File: config.mk
export PLATFORM = sky130hd
export DESIGN_NAME = miss_unit
export DESIGN_NICKNAME = d
export VERILOG_FILES = /design/src/source/miss_pkg.sv /design/src/source/mshr_queue_if.sv /design/src/source/l2_issue.sv /design/src/source/miss_unit.sv /design/src/source/mshr.sv /design/src/source/mshr_queue.sv
export SDC_FILE = /design/constraint.sdc
export NUM_CORES = 1
export LEC_CHECK = 0
export ABC_AREA = 1
export CELL_PAD_IN_SITES_DETAIL_PLACEMENT = 1
export CELL_PAD_IN_SITES_GLOBAL_PLACEMENT = 2
export CORE_ASPECT_RATIO = 1.2
export CORE_MARGIN = 1.5
export CORE_UTILIZATION = 38
export DETAILED_ROUTE_END_ITERATION = 12
export DONT_BUFFER_PORTS = 1
export HOLD_SLACK_MARGIN = 0.02
export PLACE_DENSITY = 0.88
export RECOVER_POWER = 50
export SLEW_MARGIN = 25
export SYNTH_ARGS = -nofsm -noshare
export SYNTH_HDL_FRONTEND = slang
export SYNTH_SLANG_ARGS = --single-unit
File: constraint.sdc
create_clock -name clk -period 3.2 [get_ports clk]
set_input_delay 0.64 -clock clk [delete_from_list [all_inputs] [get_ports clk]]
set_output_delay 0.64 -clock clk [all_outputs]
set_load 0.1 [all_outputs]
File: src/source/miss_pkg.sv
package miss_pkg;

    // queue geometry
    localparam int mshr_depth = 8;
    localparam int mshr_ptr_w = $clog2(mshr_depth); // 3

    // address split
    localparam int addr_w     = 32;
    localparam int line_off_w = 4;                    // 16-byte lines
    localparam int line_w     = addr_w - line_off_w;  // 28
    localparam int op_w       = 3;

    typedef logic [addr_w-1:0]     addr_t;
    typedef logic [line_w-1:0]     line_t;
    typedef logic [mshr_ptr_w-1:0] ptr_t;
    typedef logic [op_w-1:0]       op_t;

    // only this code marks an entry as a store, anything else is a load
    localparam op_t op_store = 3'd3;

    // one pending miss, 30 bits
    typedef struct packed {
        line_t line;
        logic  store;
        logic  done;   // L2 has answered
    } entry_t;

    // one bit per entry: occupancy, match and mark
    typedef logic [mshr_depth-1:0] entry_vec_t;

endpackage

File: src/source/mshr_queue_if.sv
`timescale 1ns/1ps

interface mshr_queue_if;
    logic                 wr;       // allocate at tail
    miss_pkg::entry_t     wr_entry;
    miss_pkg::entry_vec_t mark;     // set done flags
    logic                 pop;      // head retires this cycle
    miss_pkg::entry_t     entries [miss_pkg::mshr_depth];
    miss_pkg::entry_vec_t occupied;
    miss_pkg::ptr_t       head;
    logic                 full;
    miss_pkg::ptr_t       rd_idx;   // issue read port
    miss_pkg::entry_t     rd_entry;

    modport mshr (
        output wr, wr_entry, mark,
        input  entries, occupied
    );

    modport queue (
        input  wr, wr_entry, mark, rd_idx,
        output entries, occupied, head, full, pop, rd_entry
    );

    modport issue (
        input  occupied, head, pop, rd_entry,
        output rd_idx
    );
endinterface

File: src/source/l2_issue.sv
`timescale 1ns/1ps

module l2_issue (
    input  logic            clk,
    input  logic            rst,
    input  logic            l2_ready,
    output logic            l2_req,
    output logic            l2_req_store,
    output miss_pkg::addr_t l2_req_addr,
    mshr_queue_if.issue     iq
);

    miss_pkg::ptr_t       issue_ptr;
    miss_pkg::ptr_t       req_idx;   // slot behind the current request
    miss_pkg::entry_vec_t issued;
    logic                 send;

    assign iq.rd_idx = issue_ptr;

    // next entry in allocation order, not yet sent
    assign send = l2_ready && iq.occupied[issue_ptr] && !issued[issue_ptr];

    always_ff @(posedge clk) begin
        if (rst) begin
            issue_ptr <= '0;
            req_idx   <= '0;
            issued    <= '0;
            l2_req    <= 1'b0;
        end else begin
            l2_req <= send;  // one cycle per entry
            if (send) begin
                issued[issue_ptr] <= 1'b1;
                req_idx           <= issue_ptr;
                issue_ptr         <= issue_ptr + 1'b1;
            end
            // slot free again once the head retires
            if (iq.pop) begin
                issued[iq.head] <= 1'b0;
            end
        end
    end

    // request payload
    always_ff @(posedge clk) begin
        if (send) begin
            l2_req_addr  <= {iq.rd_entry.line, {miss_pkg::line_off_w{1'b0}}};
            l2_req_store <= iq.rd_entry.store;
        end
    end

    // an entry cannot retire before its request has gone out
    a_req_occupied: assert property (
        @(posedge clk) disable iff (rst)
        l2_req |-> iq.occupied[req_idx]
    ) else $error("l2_issue: request for empty slot %0d", req_idx);

endmodule

File: src/source/miss_unit.sv
`timescale 1ns/1ps

module miss_unit (
    input  logic            clk,
    input  logic            rst,
    input  logic            alloc,
    input  miss_pkg::op_t   op,
    input  miss_pkg::addr_t addr,
    input  logic            l2_valid,
    input  logic            l2_store,
    input  miss_pkg::addr_t l2_addr,
    input  logic            l2_ready,
    output logic            l2_req,
    output logic            l2_req_store,
    output miss_pkg::addr_t l2_req_addr,
    output logic            mshr_hit,
    output miss_pkg::ptr_t  mshr_hit_ptr,
    output miss_pkg::ptr_t  mshr_wr_ptr,
    output logic            mshr_fin,
    output miss_pkg::ptr_t  mshr_fin_ptr,
    output logic            mshr_full
);

    mshr_queue_if mq_if ();

    mshr_queue u_queue (
        .clk (clk),
        .rst (rst),
        .q   (mq_if)
    );

    mshr u_mshr (
        .clk          (clk),
        .rst          (rst),
        .alloc        (alloc),
        .op           (op),
        .addr         (addr),
        .l2_valid     (l2_valid),
        .l2_store     (l2_store),
        .l2_addr      (l2_addr),
        .mshr_hit     (mshr_hit),
        .mshr_hit_ptr (mshr_hit_ptr),
        .mshr_wr_ptr  (mshr_wr_ptr),
        .mshr_fin     (mshr_fin),
        .mshr_fin_ptr (mshr_fin_ptr),
        .q            (mq_if)
    );

    l2_issue u_issue (
        .clk          (clk),
        .rst          (rst),
        .l2_ready     (l2_ready),
        .l2_req       (l2_req),
        .l2_req_store (l2_req_store),
        .l2_req_addr  (l2_req_addr),
        .iq           (mq_if)
    );

    assign mshr_full = mq_if.full;

endmodule

File: src/source/mshr.sv
`timescale 1ns/1ps

module mshr (
    input  logic              clk,
    input  logic              rst,
    input  logic              alloc,
    input  miss_pkg::op_t     op,
    input  miss_pkg::addr_t   addr,
    input  logic              l2_valid,
    input  logic              l2_store,
    input  miss_pkg::addr_t   l2_addr,
    output logic              mshr_hit,
    output miss_pkg::ptr_t    mshr_hit_ptr,
    output miss_pkg::ptr_t    mshr_wr_ptr,
    output logic              mshr_fin,
    output miss_pkg::ptr_t    mshr_fin_ptr,
    mshr_queue_if.mshr        q
);

    // one-hot to index, 0 for an empty vector
    function automatic miss_pkg::ptr_t onehot_idx(input miss_pkg::entry_vec_t v);
        miss_pkg::ptr_t idx;
        idx = '0;
        for (int i = 0; i < miss_pkg::mshr_depth; i++) begin
            if (v[i]) begin
                idx = idx | miss_pkg::ptr_t'(i);
            end
        end
        return idx;
    endfunction

    miss_pkg::line_t      req_line;
    miss_pkg::line_t      rsp_line;
    logic                 req_store;
    miss_pkg::entry_vec_t live;
    miss_pkg::entry_vec_t hit_vec;
    miss_pkg::entry_vec_t match_vec;
    miss_pkg::entry_vec_t mark_vec;

    assign req_line  = addr[miss_pkg::addr_w-1:miss_pkg::line_off_w];
    assign rsp_line  = l2_addr[miss_pkg::addr_w-1:miss_pkg::line_off_w];
    assign req_store = (op == miss_pkg::op_store);

    // new entry goes in not done
    assign q.wr       = alloc;
    assign q.wr_entry = '{line: req_line, store: req_store, done: 1'b0};

    // tag compare, pending entries only
    always_comb begin
        for (int i = 0; i < miss_pkg::mshr_depth; i++) begin
            live[i]      = q.occupied[i] && !q.entries[i].done;
            hit_vec[i]   = live[i] && (q.entries[i].line == req_line)
                           && (q.entries[i].store == req_store);
            match_vec[i] = live[i] && (q.entries[i].line == rsp_line)
                           && (q.entries[i].store == l2_store);
        end
    end

    assign mark_vec = l2_valid ? match_vec : '0;
    assign q.mark   = mark_vec;

    assign mshr_hit     = |hit_vec;
    assign mshr_hit_ptr = onehot_idx(hit_vec);
    assign mshr_fin     = |mark_vec;
    assign mshr_fin_ptr = onehot_idx(mark_vec);

    // follows the queue tail
    always_ff @(posedge clk) begin
        if (rst) begin
            mshr_wr_ptr <= '0;
        end else if (alloc) begin
            mshr_wr_ptr <= mshr_wr_ptr + 1'b1;
        end
    end

    // a line and kind is never pending twice
    a_hit_onehot: assert property (
        @(posedge clk) disable iff (rst)
        $onehot0(hit_vec)
    ) else $error("mshr: several entries hit");

    // every response belongs to exactly one outstanding miss
    a_rsp_match: assert property (
        @(posedge clk) disable iff (rst)
        l2_valid |-> $onehot(match_vec)
    ) else $error("mshr: L2 response matches %0d entries", $countones(match_vec));

endmodule

File: src/source/mshr_queue.sv
`timescale 1ns/1ps

module mshr_queue (
    input logic         clk,
    input logic         rst,
    mshr_queue_if.queue q
);

    miss_pkg::entry_t     mem [miss_pkg::mshr_depth];
    miss_pkg::entry_vec_t occ;
    miss_pkg::ptr_t       head_ptr;
    miss_pkg::ptr_t       tail_ptr;
    logic                 retire;
    logic                 full;

    // head leaves once L2 has answered it
    assign retire = occ[head_ptr] && mem[head_ptr].done;
    assign full   = &occ;

    // entry storage
    always_ff @(posedge clk) begin
        if (q.wr) begin
            mem[tail_ptr] <= q.wr_entry;
        end
        // done flags are set in place, any slot
        for (int i = 0; i < miss_pkg::mshr_depth; i++) begin
            if (q.mark[i] && occ[i]) begin
                mem[i].done <= 1'b1;
            end
        end
    end

    // occupancy and pointers
    always_ff @(posedge clk) begin
        if (rst) begin
            occ      <= '0;
            head_ptr <= '0;
            tail_ptr <= '0;
        end else begin
            if (q.wr) begin
                occ[tail_ptr] <= 1'b1;
                tail_ptr      <= tail_ptr + 1'b1;  // wraps 7 -> 0
            end
            if (retire) begin
                occ[head_ptr] <= 1'b0;
                head_ptr      <= head_ptr + 1'b1;
            end
        end
    end

    assign q.entries  = mem;
    assign q.occupied = occ;
    assign q.head     = head_ptr;
    assign q.full     = full;
    assign q.pop      = retire;
    assign q.rd_entry = mem[q.rd_idx];

    // cache must hold off allocs while the MSHR reports full
    a_no_wr_full: assert property (
        @(posedge clk) disable iff (rst)
        q.wr |-> !full
    ) else $error("mshr_queue: write while full");

    // responses only ever mark live entries
    a_mark_occupied: assert property (
        @(posedge clk) disable iff (rst)
        (q.mark & ~occ) == '0
    ) else $error("mshr_queue: mark on empty slot");

endmodule

==> flow_summary.ini, run 1 <==
[run_status]
outcome = complete, but fails checks
violations = capacitance limit, slew limit, setup timing

[routing]
drtIter0Drc = 1980
detail_route.wl_per_cell_um = 35.2
antenna_left = 0
drcViolationCount = 0
drt_wl_total_um = 110000
viasPerCell = 5.92
first_pass_iters = 5
vias = 18545

[timing]
finalSetupViolCount = 6
drv_slew = 50
whs_ps = 136
worst_pin_slew_ps = 1540
fin_crit_sh_pct = 101
fmax_mhz = 308
hold_viol = 0
relSlewSlack_pct = -2.95
fin_skew_ps = 19.7
period_minus_slack_ps = 3240
fin_ws_ps = -43.6

[cts]
cts_tree = done
clockBufferDepth = 3
cts_htree_levels = 2
clock_latency_ps = 570
cts_sinks = 298
cts-buffers-inserted = 35
cts-root-buf = clkbuf_16
clk_pin_slew_ps = 60
cts-hold-fix-buffers = 0

[yosys]
synth_fa_ha_area_share_pct = 0.272
synth_cells = 2400
ys_ff_latch = 298
synthXorXnorAreaFrac_pct = 7.76
synth_common_cells = nand2_1 (708), nor2_1 (297), inv_1 (289), edfxtp_1 (261), o21ai_0 (204)
synth.distinct_cells = 39
ys_seq_area_share_pct = 46.6
synth.most_common_cell = nand2_1
yosys-top-cells-area = edfxtp_1 (43%), nand2_1 (14%), nor2_1 (6.1%)
syn_area_per_cell_um2 = 7.66
synth_top_area_share_pct = 42.6
synth_compound_area_share_pct = 12.1
synth-edff-count = 261
async_reset_ff_share_pct = 0
synthSimpleGateAreaFrac_pct = 24.4
synth.largest_area_cell = edfxtp_1
syn-cell-area_um2 = 18400
yosysWarnings = 0
synth_top_family_by_area = simple AND/OR/NAND/NOR gates
ys.flop_type = edfxtp_1
muxShareOfSynthArea_pct = 0

[floorplan]
die_w_um = 204
core_area_um2 = 47900
pin_count = 119
start_util_pct = 38.4
fp.dieArea_um2 = 49700
rows = 88
die_h_um = 244

[power]
combPwrFrac_pct = 16.1
internal_power_mw = 7.24
pwr-share-clk_pct = 38.4
swShare_pct = 32.8
switching_power_mw = 3.54
seqPwrFrac_pct = 45.5
leakagePower_nw = 8.86
ir_worst_vdd_mv = 0.636
power_density_nw_per_um2 = 501

[place]
portBuffers = 0
dp.cells = 3039
dp_hpwl_um = 86200
gp_congestion = 1.06
dp_slack_ps = -116

[grt]
grt_max_degree = 150
grt_use_total_pct = 44.2
antenna_found_initial = 7
overflow = 0
grt_pass1_wl_um = 149000
grt_pass1_vias = 18330

[finish]
drive_above_1_share_pct = 13.7
nNetsFinal = 2548
final_cells = 3134
syn_to_final_growth_pct = 16.9

[setup_path]
cp.required_ps = 2560
endpoint_kind = output port
crit_arrival_ps = 2600
crit_path_start_kind = flop
path_max_fanout = 3
worstSetupPathType = reg -> out

[worst_hold_path]
hold_path_class = in -> reg

[run]
drv_cap = 3
## layout make-up
type	count	area, µm²
Fill cell	5810	26400
Multi-Input combinational cell	1706	8770
Sequential cell	298	8580
Inverter	299	1130
Timing Repair Buffer	131	1090
Clock buffer	46	991
Tap cell	630	788
Clock inverter	17	130
Antenna cell	7	17.5
## path summary, 6_finish.rpt
| kind | from | endpoint | slack (ps) | cells after the start |
|---|---|---|---|---|
| setup / recovery | u_queue.q.entries[165] | mshr_fin | -40 | 10 |
| hold / removal | rst | u_queue.tail_ptr[0] | 140 | 1 |
| hold reg to reg | u_issue.issued[1] | u_issue.issued[1] | 470 | 2 |
| setup reg to reg | u_issue.iq.rd_idx[1] | u_issue.l2_req_addr[10] | 700 | 5 |
## logic make-up (layout without fill, tap and decap cells)
family | after synthesis | after routing
flip-flops | 298 | 298
adder cells (fa/ha/maj) | 4 | 4
buffers and inverters | 399 | 493
other | 1 | 11
XOR/XNOR | 163 | 163
AO/OA/AOI/OAI | 409 | 409
AND/OR/NAND/NOR | 1126 | 1126
## worst max-delay path, stage by stage, from the launching register on
cell and delay [ps]:
edfxtp_1 470, inv_1 230, o22ai_1 170, nor2_1 260
nand3_1 140, nor2_1 220, nand2_2 140, nand2_2 100
nor2_2 60, nand2_2 90, buf_12 170
## timing repair
| action | 4_1_cts | 5_1_grt |
|---|---|---|
| pin swaps | 13 | 16 |
| buffers inserted | 12 | 13 |
| endpoints found under the hold margin | 0 | 0 |
| gates resized for setup | 85 | 95 |
| endpoints found under the setup margin | 8 | 8 |
## placed cells by master (no fill, tap or decap), types with 5 or more instances in the layout
| cell type | count |
|---|---|
| a21oi_1 | 115 |
| a21oi_2 | 5 |
| a31oi_1 | 6 |
| buf_12 | 9 |
| buf_4 | 110 |
| clkbuf_1 | 14 |
| clkbuf_16 | 38 |
| clkinv_1 | 12 |
| clkinv_2 | 7 |
| dfxtp_1 | 35 |
| diode_2 | 7 |
| edfxtp_1 | 261 |
| inv_1 | 275 |
| inv_2 | 15 |
| inv_4 | 5 |
| nand2_1 | 651 |
| nand2_2 | 50 |
| nand2_4 | 9 |
| nand3_1 | 42 |
| nand3_2 | 6 |
| nand4_1 | 54 |
| nor2_1 | 247 |
| nor2_2 | 36 |
| nor2_4 | 17 |
| o2111ai_1 | 19 |
| o211ai_1 | 9 |
| o21ai_0 | 196 |
| o21ai_1 | 8 |
| o22ai_1 | 45 |
| xnor2_1 | 113 |
| xnor2_2 | 9 |
| xor2_1 | 41 |
## metal layers
metal | vias to the layer above | GRT usage [%] | share of wire, %
met1 | 9263 | 53.0 | 37
met3 | 268 | 8.78 | 8.2
met2 | 1056 | 70.5 | 46
li1 | 7958 | - | -
met4 | 0 | 32.0 | 8.4
met5 | - | 0 | 0
## per-stage QoR
stage | cell area (µm²) | utilization [%] | setup TNS, ps | power (mW)
floorplan | 18400 | - | 0 | 5.92
global placement | 19700 | 41.1 | -395 | 6.57
detailed placement | 19700 | 41.1 | -380 | 6.61
CTS | 21100 | 44.1 | 0 | 10.7
global route | 21500 | 44.9 | -61.2 | 11.0
finish | 21500 | 44.9 | -102 | 10.8
## power groups by stage
| stage | Clock, mW | Combinational (mW) | Sequential [mW] |
|---|---|---|---|
| after floorplan | 0 | 0.994 | 4.92 |
| after global routing | 4.24 | 1.80 | 4.91 |
| after detailed placement | 0 | 1.63 | 4.98 |
| final | 4.14 | 1.74 | 4.90 |
| after CTS | 4.14 | 1.66 | 4.90 |
| after global placement | 0 | 1.60 | 4.97 |
## flip-flops by register name (all words and copies together), names as in the netlist
register and flops:
u_queue.q.entries 240, u_queue.q.occupied 8, u_issue.l2_req_addr 28, u_queue.q.head 3, u_issue.l2_req 1, u_issue.iq.rd_idx 3
u_mshr.mshr_wr_ptr 3, u_issue.l2_req_store 1, u_queue.tail_ptr 3, u_issue.issued 8
(Power assumes the default switching activity.)
==> run 2: changes to the inputs <==
==> constraint.sdc (replaced) <==
create_clock -name clk -period 3.2 [get_ports clk]
set_input_delay 0.32 -clock clk [delete_from_list [all_inputs] [get_ports clk]]
set_output_delay 0.32 -clock clk [all_outputs]
set_load 0.1 [all_outputs]
==> run 2 against run 1 <==
Net effect:
- the flow still finishes with violations (capacitance limit, slew limit, setup timing)
- global-route usage rose by 1.1 points
- clock skew is 3.6 ps higher
- cell area shrank 3.1%
- critical path depth is the same
- non-clock buffer count decreased by 46
- worst hold slack improved by 69 ps
- count of clock-buffer cells in the layout up 6
==> flow_summary.ini, run 2 (synthesis gave the netlist of run 1 again) <==
[floorplan]
core_area_um2 = 47900
fp.dieArea_um2 = 49700
pin_count = 119
start_util_pct = 38.4
rows = 88
die_h_um = 244
die_w_um = 204

[finish]
syn_to_final_growth_pct = 13.3
fill_cells = 5887
final_cell_mix = nand2_1 (706), inv_1 (289), nor2_1 (283), edfxtp_1 (261), o21ai_0 (204)
drive_above_1_share_pct = 5.91
multi_input_comb_area_um2 = 8320
largest_register_ffs = 240
nNetsFinal = 2504
mostFrequentLayoutCell = nand2_1
seq_area_um2 = 8580
final_util_pct = 43.5

[cts]
cts_sinks = 298
clock_latency_ps = 580
clockBufferDepth = 3
cts_tree = done
cts-buffers-inserted = 37
cts_htree_levels = 2
clk_pin_slew_ps = 60
cts-root-buf = clkbuf_16

[timing]
worst_pin_slew_ps = 2030
hold_viol = 0
fin_ws_ps = -35.8
fmax_mhz = 309
period_minus_slack_ps = 3240
rsz0062_at_grt = false
drv_slew = 45
fin_crit_sh_pct = 101
finalSetupViolCount = 1
whs_ps = 205
fin_skew_ps = 23.4
relSlewSlack_pct = -36.0

[routing]
first_pass_iters = 7
drcViolationCount = 0
drt_wl_total_um = 113000
antenna_left = 0
drtIter0Drc = 2744
detail_route.wl_per_cell_um = 36.5
vias = 18722
viasPerCell = 6.06

[place]
portBuffers = 0
dp_hpwl_um = 85500
gp_congestion = 1.05

[grt]
grt_pass1_wl_um = 152000
grt_max_degree = 116
grt_pass1_vias = 18252
overflow = 0
antenna_found_initial = 6
grt_use_total_pct = 45.3

[run]
drv_cap = 3

[power]
seqPwrFrac_pct = 44.2
internal_power_mw = 7.42
p_total_mw = 11.1
switching_power_mw = 3.64
combPwrFrac_pct = 15.9
ir_worst_vdd_mv = 0.536
leakagePower_nw = 8.56
power_density_nw_per_um2 = 531
pwr-share-clk_pct = 39.9
swShare_pct = 32.9

[setup_path]
worstSetupPathType = reg -> out
r2r_slack_ps = 230
endpoint_kind = output port
path_max_fanout = 4
r2r_end = u_queue.q.entries[74]
r2r_cells = 5
cp_slowest_stage_delay_ps = 500
crit_path_start_kind = flop
crit_arrival_ps = 2920
r2r-start = u_queue.tail_ptr[2]
crit_chain = inv_1, o22ai_1, nor2_1, nand3_1, nor2_1, nand2_1, nand2_1, nor2_1, nand2_1, buf_4
slowest_stage = edfxtp_1
cp.required_ps = 2880

[worst_hold_path]
hold_path_depth = 4
hp-start = l2_ready
hold_path_class = in -> reg
holdPathEnd = u_issue.issued[6]

[run_status]
outcome = complete, but fails checks
violations = capacitance limit, slew limit, setup timing
[run 2: changes by cell type in the layout (fill, tap and decap cells not counted), moves of 8 or more]
| cell | change |
|---|---|
| nand2_1 | +55 |
| nor2_1 | +36 |
| buf_4 | -69 |
| inv_1 | +14 |
| nand2_4 | -8 |
| inv_2 | -13 |
| nor2_4 | -11 |
| nor2_2 | -25 |
| o21ai_0 | +8 |
| nand2_2 | -47 |
| dlygate4sd3_1 | +31 |
| nand3_1 | +8 |
[run 2: layout make-up]
class                           instances  share of cell area [%]
Tap cell                              630                    3.78
Multi-Input combinational cell       1706                    39.9
Antenna cell                            6                  0.0721
Timing Repair Buffer                   85                    3.83
Clock buffer                           52                    5.07
Clock inverter                         13                   0.703
Inverter                              299                    5.41
Sequential cell                       298                    41.2
[run 2: power groups by stage]
stage / combinational (mW) / clock, mW / sequential, mW
after global placement: 1.59 / 0 / 4.96
final: 1.76 / 4.41 / 4.88
after global routing: 1.81 / 4.51 / 4.90
after floorplan: 0.994 / 0 / 4.92
after detailed placement: 1.60 / 0 / 4.96
after CTS: 1.70 / 4.41 / 4.88
[run 2: worst max-delay path by stage]
stage,startpoint,end,slack (ps)
after floorplan,alloc,u_queue.q.entries[151],660
after global placement,addr[12],mshr_hit,440
after detailed placement,addr[12],mshr_hit,430
after CTS,u_queue.q.entries[61],mshr_fin,0.7
after global routing,u_queue.q.entries[10],mshr_hit_ptr[0],2
final,u_queue.q.entries[189],mshr_fin,-40
[run 2: timing repair]
| item | CTS | global route |
|---|---|---|
| resized for setup | 5 | 18 |
| setup buffers | 0 | 0 |
| hold buffers | 31 | 0 |
| endpoints found under the hold margin | 232 | 0 |
| pin swaps | 0 | 1 |
| endpoints found under the setup margin | 4 | 7 |
[run 2: metal layers]
layer / GRT usage [%] / share of wire [%]
met5: 0 / 0
met4: 32.1 / 8.7
met3: 8.45 / 9.3
met2: 71.2 / 45
met1: 55.8 / 37
[run 2: worst max-delay path, delay by kind of cell, from the launching register on]
kind                   cells  cell delay [ps]
AND/OR/NAND/NOR            7             1340
flip-flops                 1              500
buffers and inverters      2              410
AO/OA/AOI/OAI              1               80
[run 2: metrics by stage]
stage,worst slack [ps],setup TNS [ps],cell area [µm²],std cells
global placement,441,0,19300,2987
floorplan,661,0,18400,2403
detailed placement,427,0,19300,2987
CTS,0.665,0,20800,3083
finish,-35.8,-35.8,20800,3089
global route,2.05,0,20800,3084
==> run 3: changes to the inputs <==
--- a/config.mk
+++ b/config.mk
@@ -13,9 +13,10 @@
 export CORE_UTILIZATION = 38
 export DETAILED_ROUTE_END_ITERATION = 12
 export DONT_BUFFER_PORTS = 1
-export HOLD_SLACK_MARGIN = 0.02
+export HOLD_SLACK_MARGIN = 0.15
 export PLACE_DENSITY = 0.88
-export RECOVER_POWER = 50
+export RECOVER_POWER = 100
+export SETUP_SLACK_MARGIN = 0.5
 export SLEW_MARGIN = 25
 export SYNTH_ARGS = -nofsm -noshare
 export SYNTH_HDL_FRONTEND = slang
==> run 3 against run 2 <==
Net effect:
- first-iteration DRC count shrank 13%
- cell area increased by 6.8%
- routed wire length is 1.4% higher
- global-route usage is 0.38 points higher
- maximum frequency up 5.5%
- total power is 0.81% higher
- critical path type is now reg -> reg
- worst hold slack gained 43 ps
- sequential share of layout area decreased by 2.6 points
- critical endpoint is now u_queue.q.entries[74]
- final cell count rose by 1.7%
- register-to-register slack worse by 98 ps
- largest power group unchanged
- the flow finishes with violations (capacitance limit, slew limit)
==> flow_summary.ini, run 3 (synthesis gave the netlist of run 1 again) <==
[routing]
viasPerCell = 6.02
detail_route.wl_per_cell_um = 36.4
first_pass_iters = 5
vias = 18913
drcViolationCount = 0
drt_wl_total_um = 114000
drtIter0Drc = 2389
antenna_left = 0

[timing]
fin_skew_ps = 23.0
relSlewSlack_pct = -42.0
worst_pin_slew_ps = 2120
fmax_mhz = 326
hold_viol = 0
finalSetupViolCount = 0
rsz0062_at_grt = true
fin_crit_sh_pct = 95.9
period_minus_slack_ps = 3070
drv_slew = 61
whs_ps = 248
tns_ps = 0

[finish]
mostFrequentLayoutCell = nand2_1
syn_to_final_growth_pct = 20.9
final_cell_mix = nand2_1 (630), inv_1 (267), edfxtp_1 (261), nor2_1 (228), o21ai_0 (193)
largest_register_ffs = 240
nNetsFinal = 2561
drive_above_1_share_pct = 16.2
num_antenna_cells = 0

[setup_path]
worstSetupPathType = reg -> reg
crit_path_start = u_queue.tail_ptr[2]
endpoint_kind = flop
r2r-start = u_queue.tail_ptr[2]
crit_arrival_ps = 3310
r2r_slack_ps = 130
cp.required_ps = 3440
r2r_cells = 5
endpoint = u_queue.q.entries[74]
crit_path_start_kind = flop
r2r_end = u_queue.q.entries[74]
path_max_fanout = 14

[place]
dp_hpwl_um = 85500
portBuffers = 0
gp_congestion = 1.05

[grt]
overflow = 0
grt_use_total_pct = 45.7
grt_max_degree = 116
antenna_found_initial = 1
grt_pass1_vias = 18681
grt_pass1_wl_um = 153000

[worst_hold_path]
hp-start = l2_addr[10]
hold_path_class = in -> reg

[run_status]
violations = capacitance limit, slew limit
outcome = complete, but fails checks

[floorplan]
rows = 88
die_h_um = 244
core_area_um2 = 47900
pin_count = 119
start_util_pct = 38.4
die_w_um = 204
fp.dieArea_um2 = 49700

[run]
drv_cap = 4

[cts]
cts_sinks = 298
clockBufferDepth = 3
cts-root-buf = clkbuf_16
cts_tree = done
cts-buffers-inserted = 37
clock_latency_ps = 580
cts_htree_levels = 2
clk_pin_slew_ps = 60

[power]
ir_worst_vdd_mv = 0.536
leakagePower_nw = 9.12
p_total_mw = 11.1
power_density_nw_per_um2 = 501
run 3: changes by cell type in the layout (fill, tap and decap cells not counted), sizes merged:
cell | before | now
clkbuf | 56 | 62
buf | 50 | 100
dlygate4sd3 | 31 | 32
inv | 294 | 293
diode | 6 | 0
clkinvlp | 0 | 1
run 3: through the flow:
step / setup slack (ps) / area (µm²) / util, % / instances
final: 132 / 22200 / 46.4 / 3140
after floorplan: 661 / 18400 / - / 2403
after global routing: 174 / 22200 / 46.4 / 3140
after global placement: 441 / 19300 / 40.2 / 2987
after CTS: 391 / 21800 / 45.5 / 3114
after detailed placement: 427 / 19300 / 40.2 / 2987
run 3: worst min path at each step:
stage / endpoint / cells after the start
after floorplan: u_issue.iq.rd_idx[2] / 1
final: u_queue.q.entries[30] / 7
after global placement: u_issue.iq.rd_idx[2] / 1
after global routing: u_queue.q.head[2] / 3
after CTS: u_queue.q.entries[91] / 2
after detailed placement: u_issue.iq.rd_idx[2] / 1
run 3: layout make-up:
cell class | instances | area, µm²
flip-flops and latches | 298 | 8590
clock buffers | 52 | 1060
well taps | 630 | 788
fillers | 5758 | 25700
multi-input cells | 1706 | 9210
clock inverters | 13 | 146
inverters | 299 | 1130
repair buffers | 142 | 1320
run 3: power by group:
part / internal [mW] / leakage [nW] / total (mW) / switching [mW]
Clock: 2.55 / 0.586 / 4.41 / 1.86
Sequential: 4.42 / 2.68 / 4.89 / 0.464
Combinational: 0.491 / 5.85 / 1.85 / 1.36
run 3: critical path, cell delays in order (launching register included):
cell	delay (ps)
dfxtp_1	400
inv_1	90
nor2_1	90
inv_1	70
nor2_1	1550
buf_4	500
run 3: repair_timing:
item,CTS,global route
setup buffers,30,26
pin swaps,52,38
gates cloned,0,0
hold buffers,32,0
hold endpoints to repair,234,0
resized for setup,212,113
endpoints found under the setup margin,8,8
run 3: per-layer routing:
metal,up-vias,GRT usage (%),routed length [µm]
met4,2,32.5,10200
met2,1208,72.0,51200
met3,308,8.34,10500
met5,-,0,18
met1,9417,56.2,42200
li1,7978,-,-
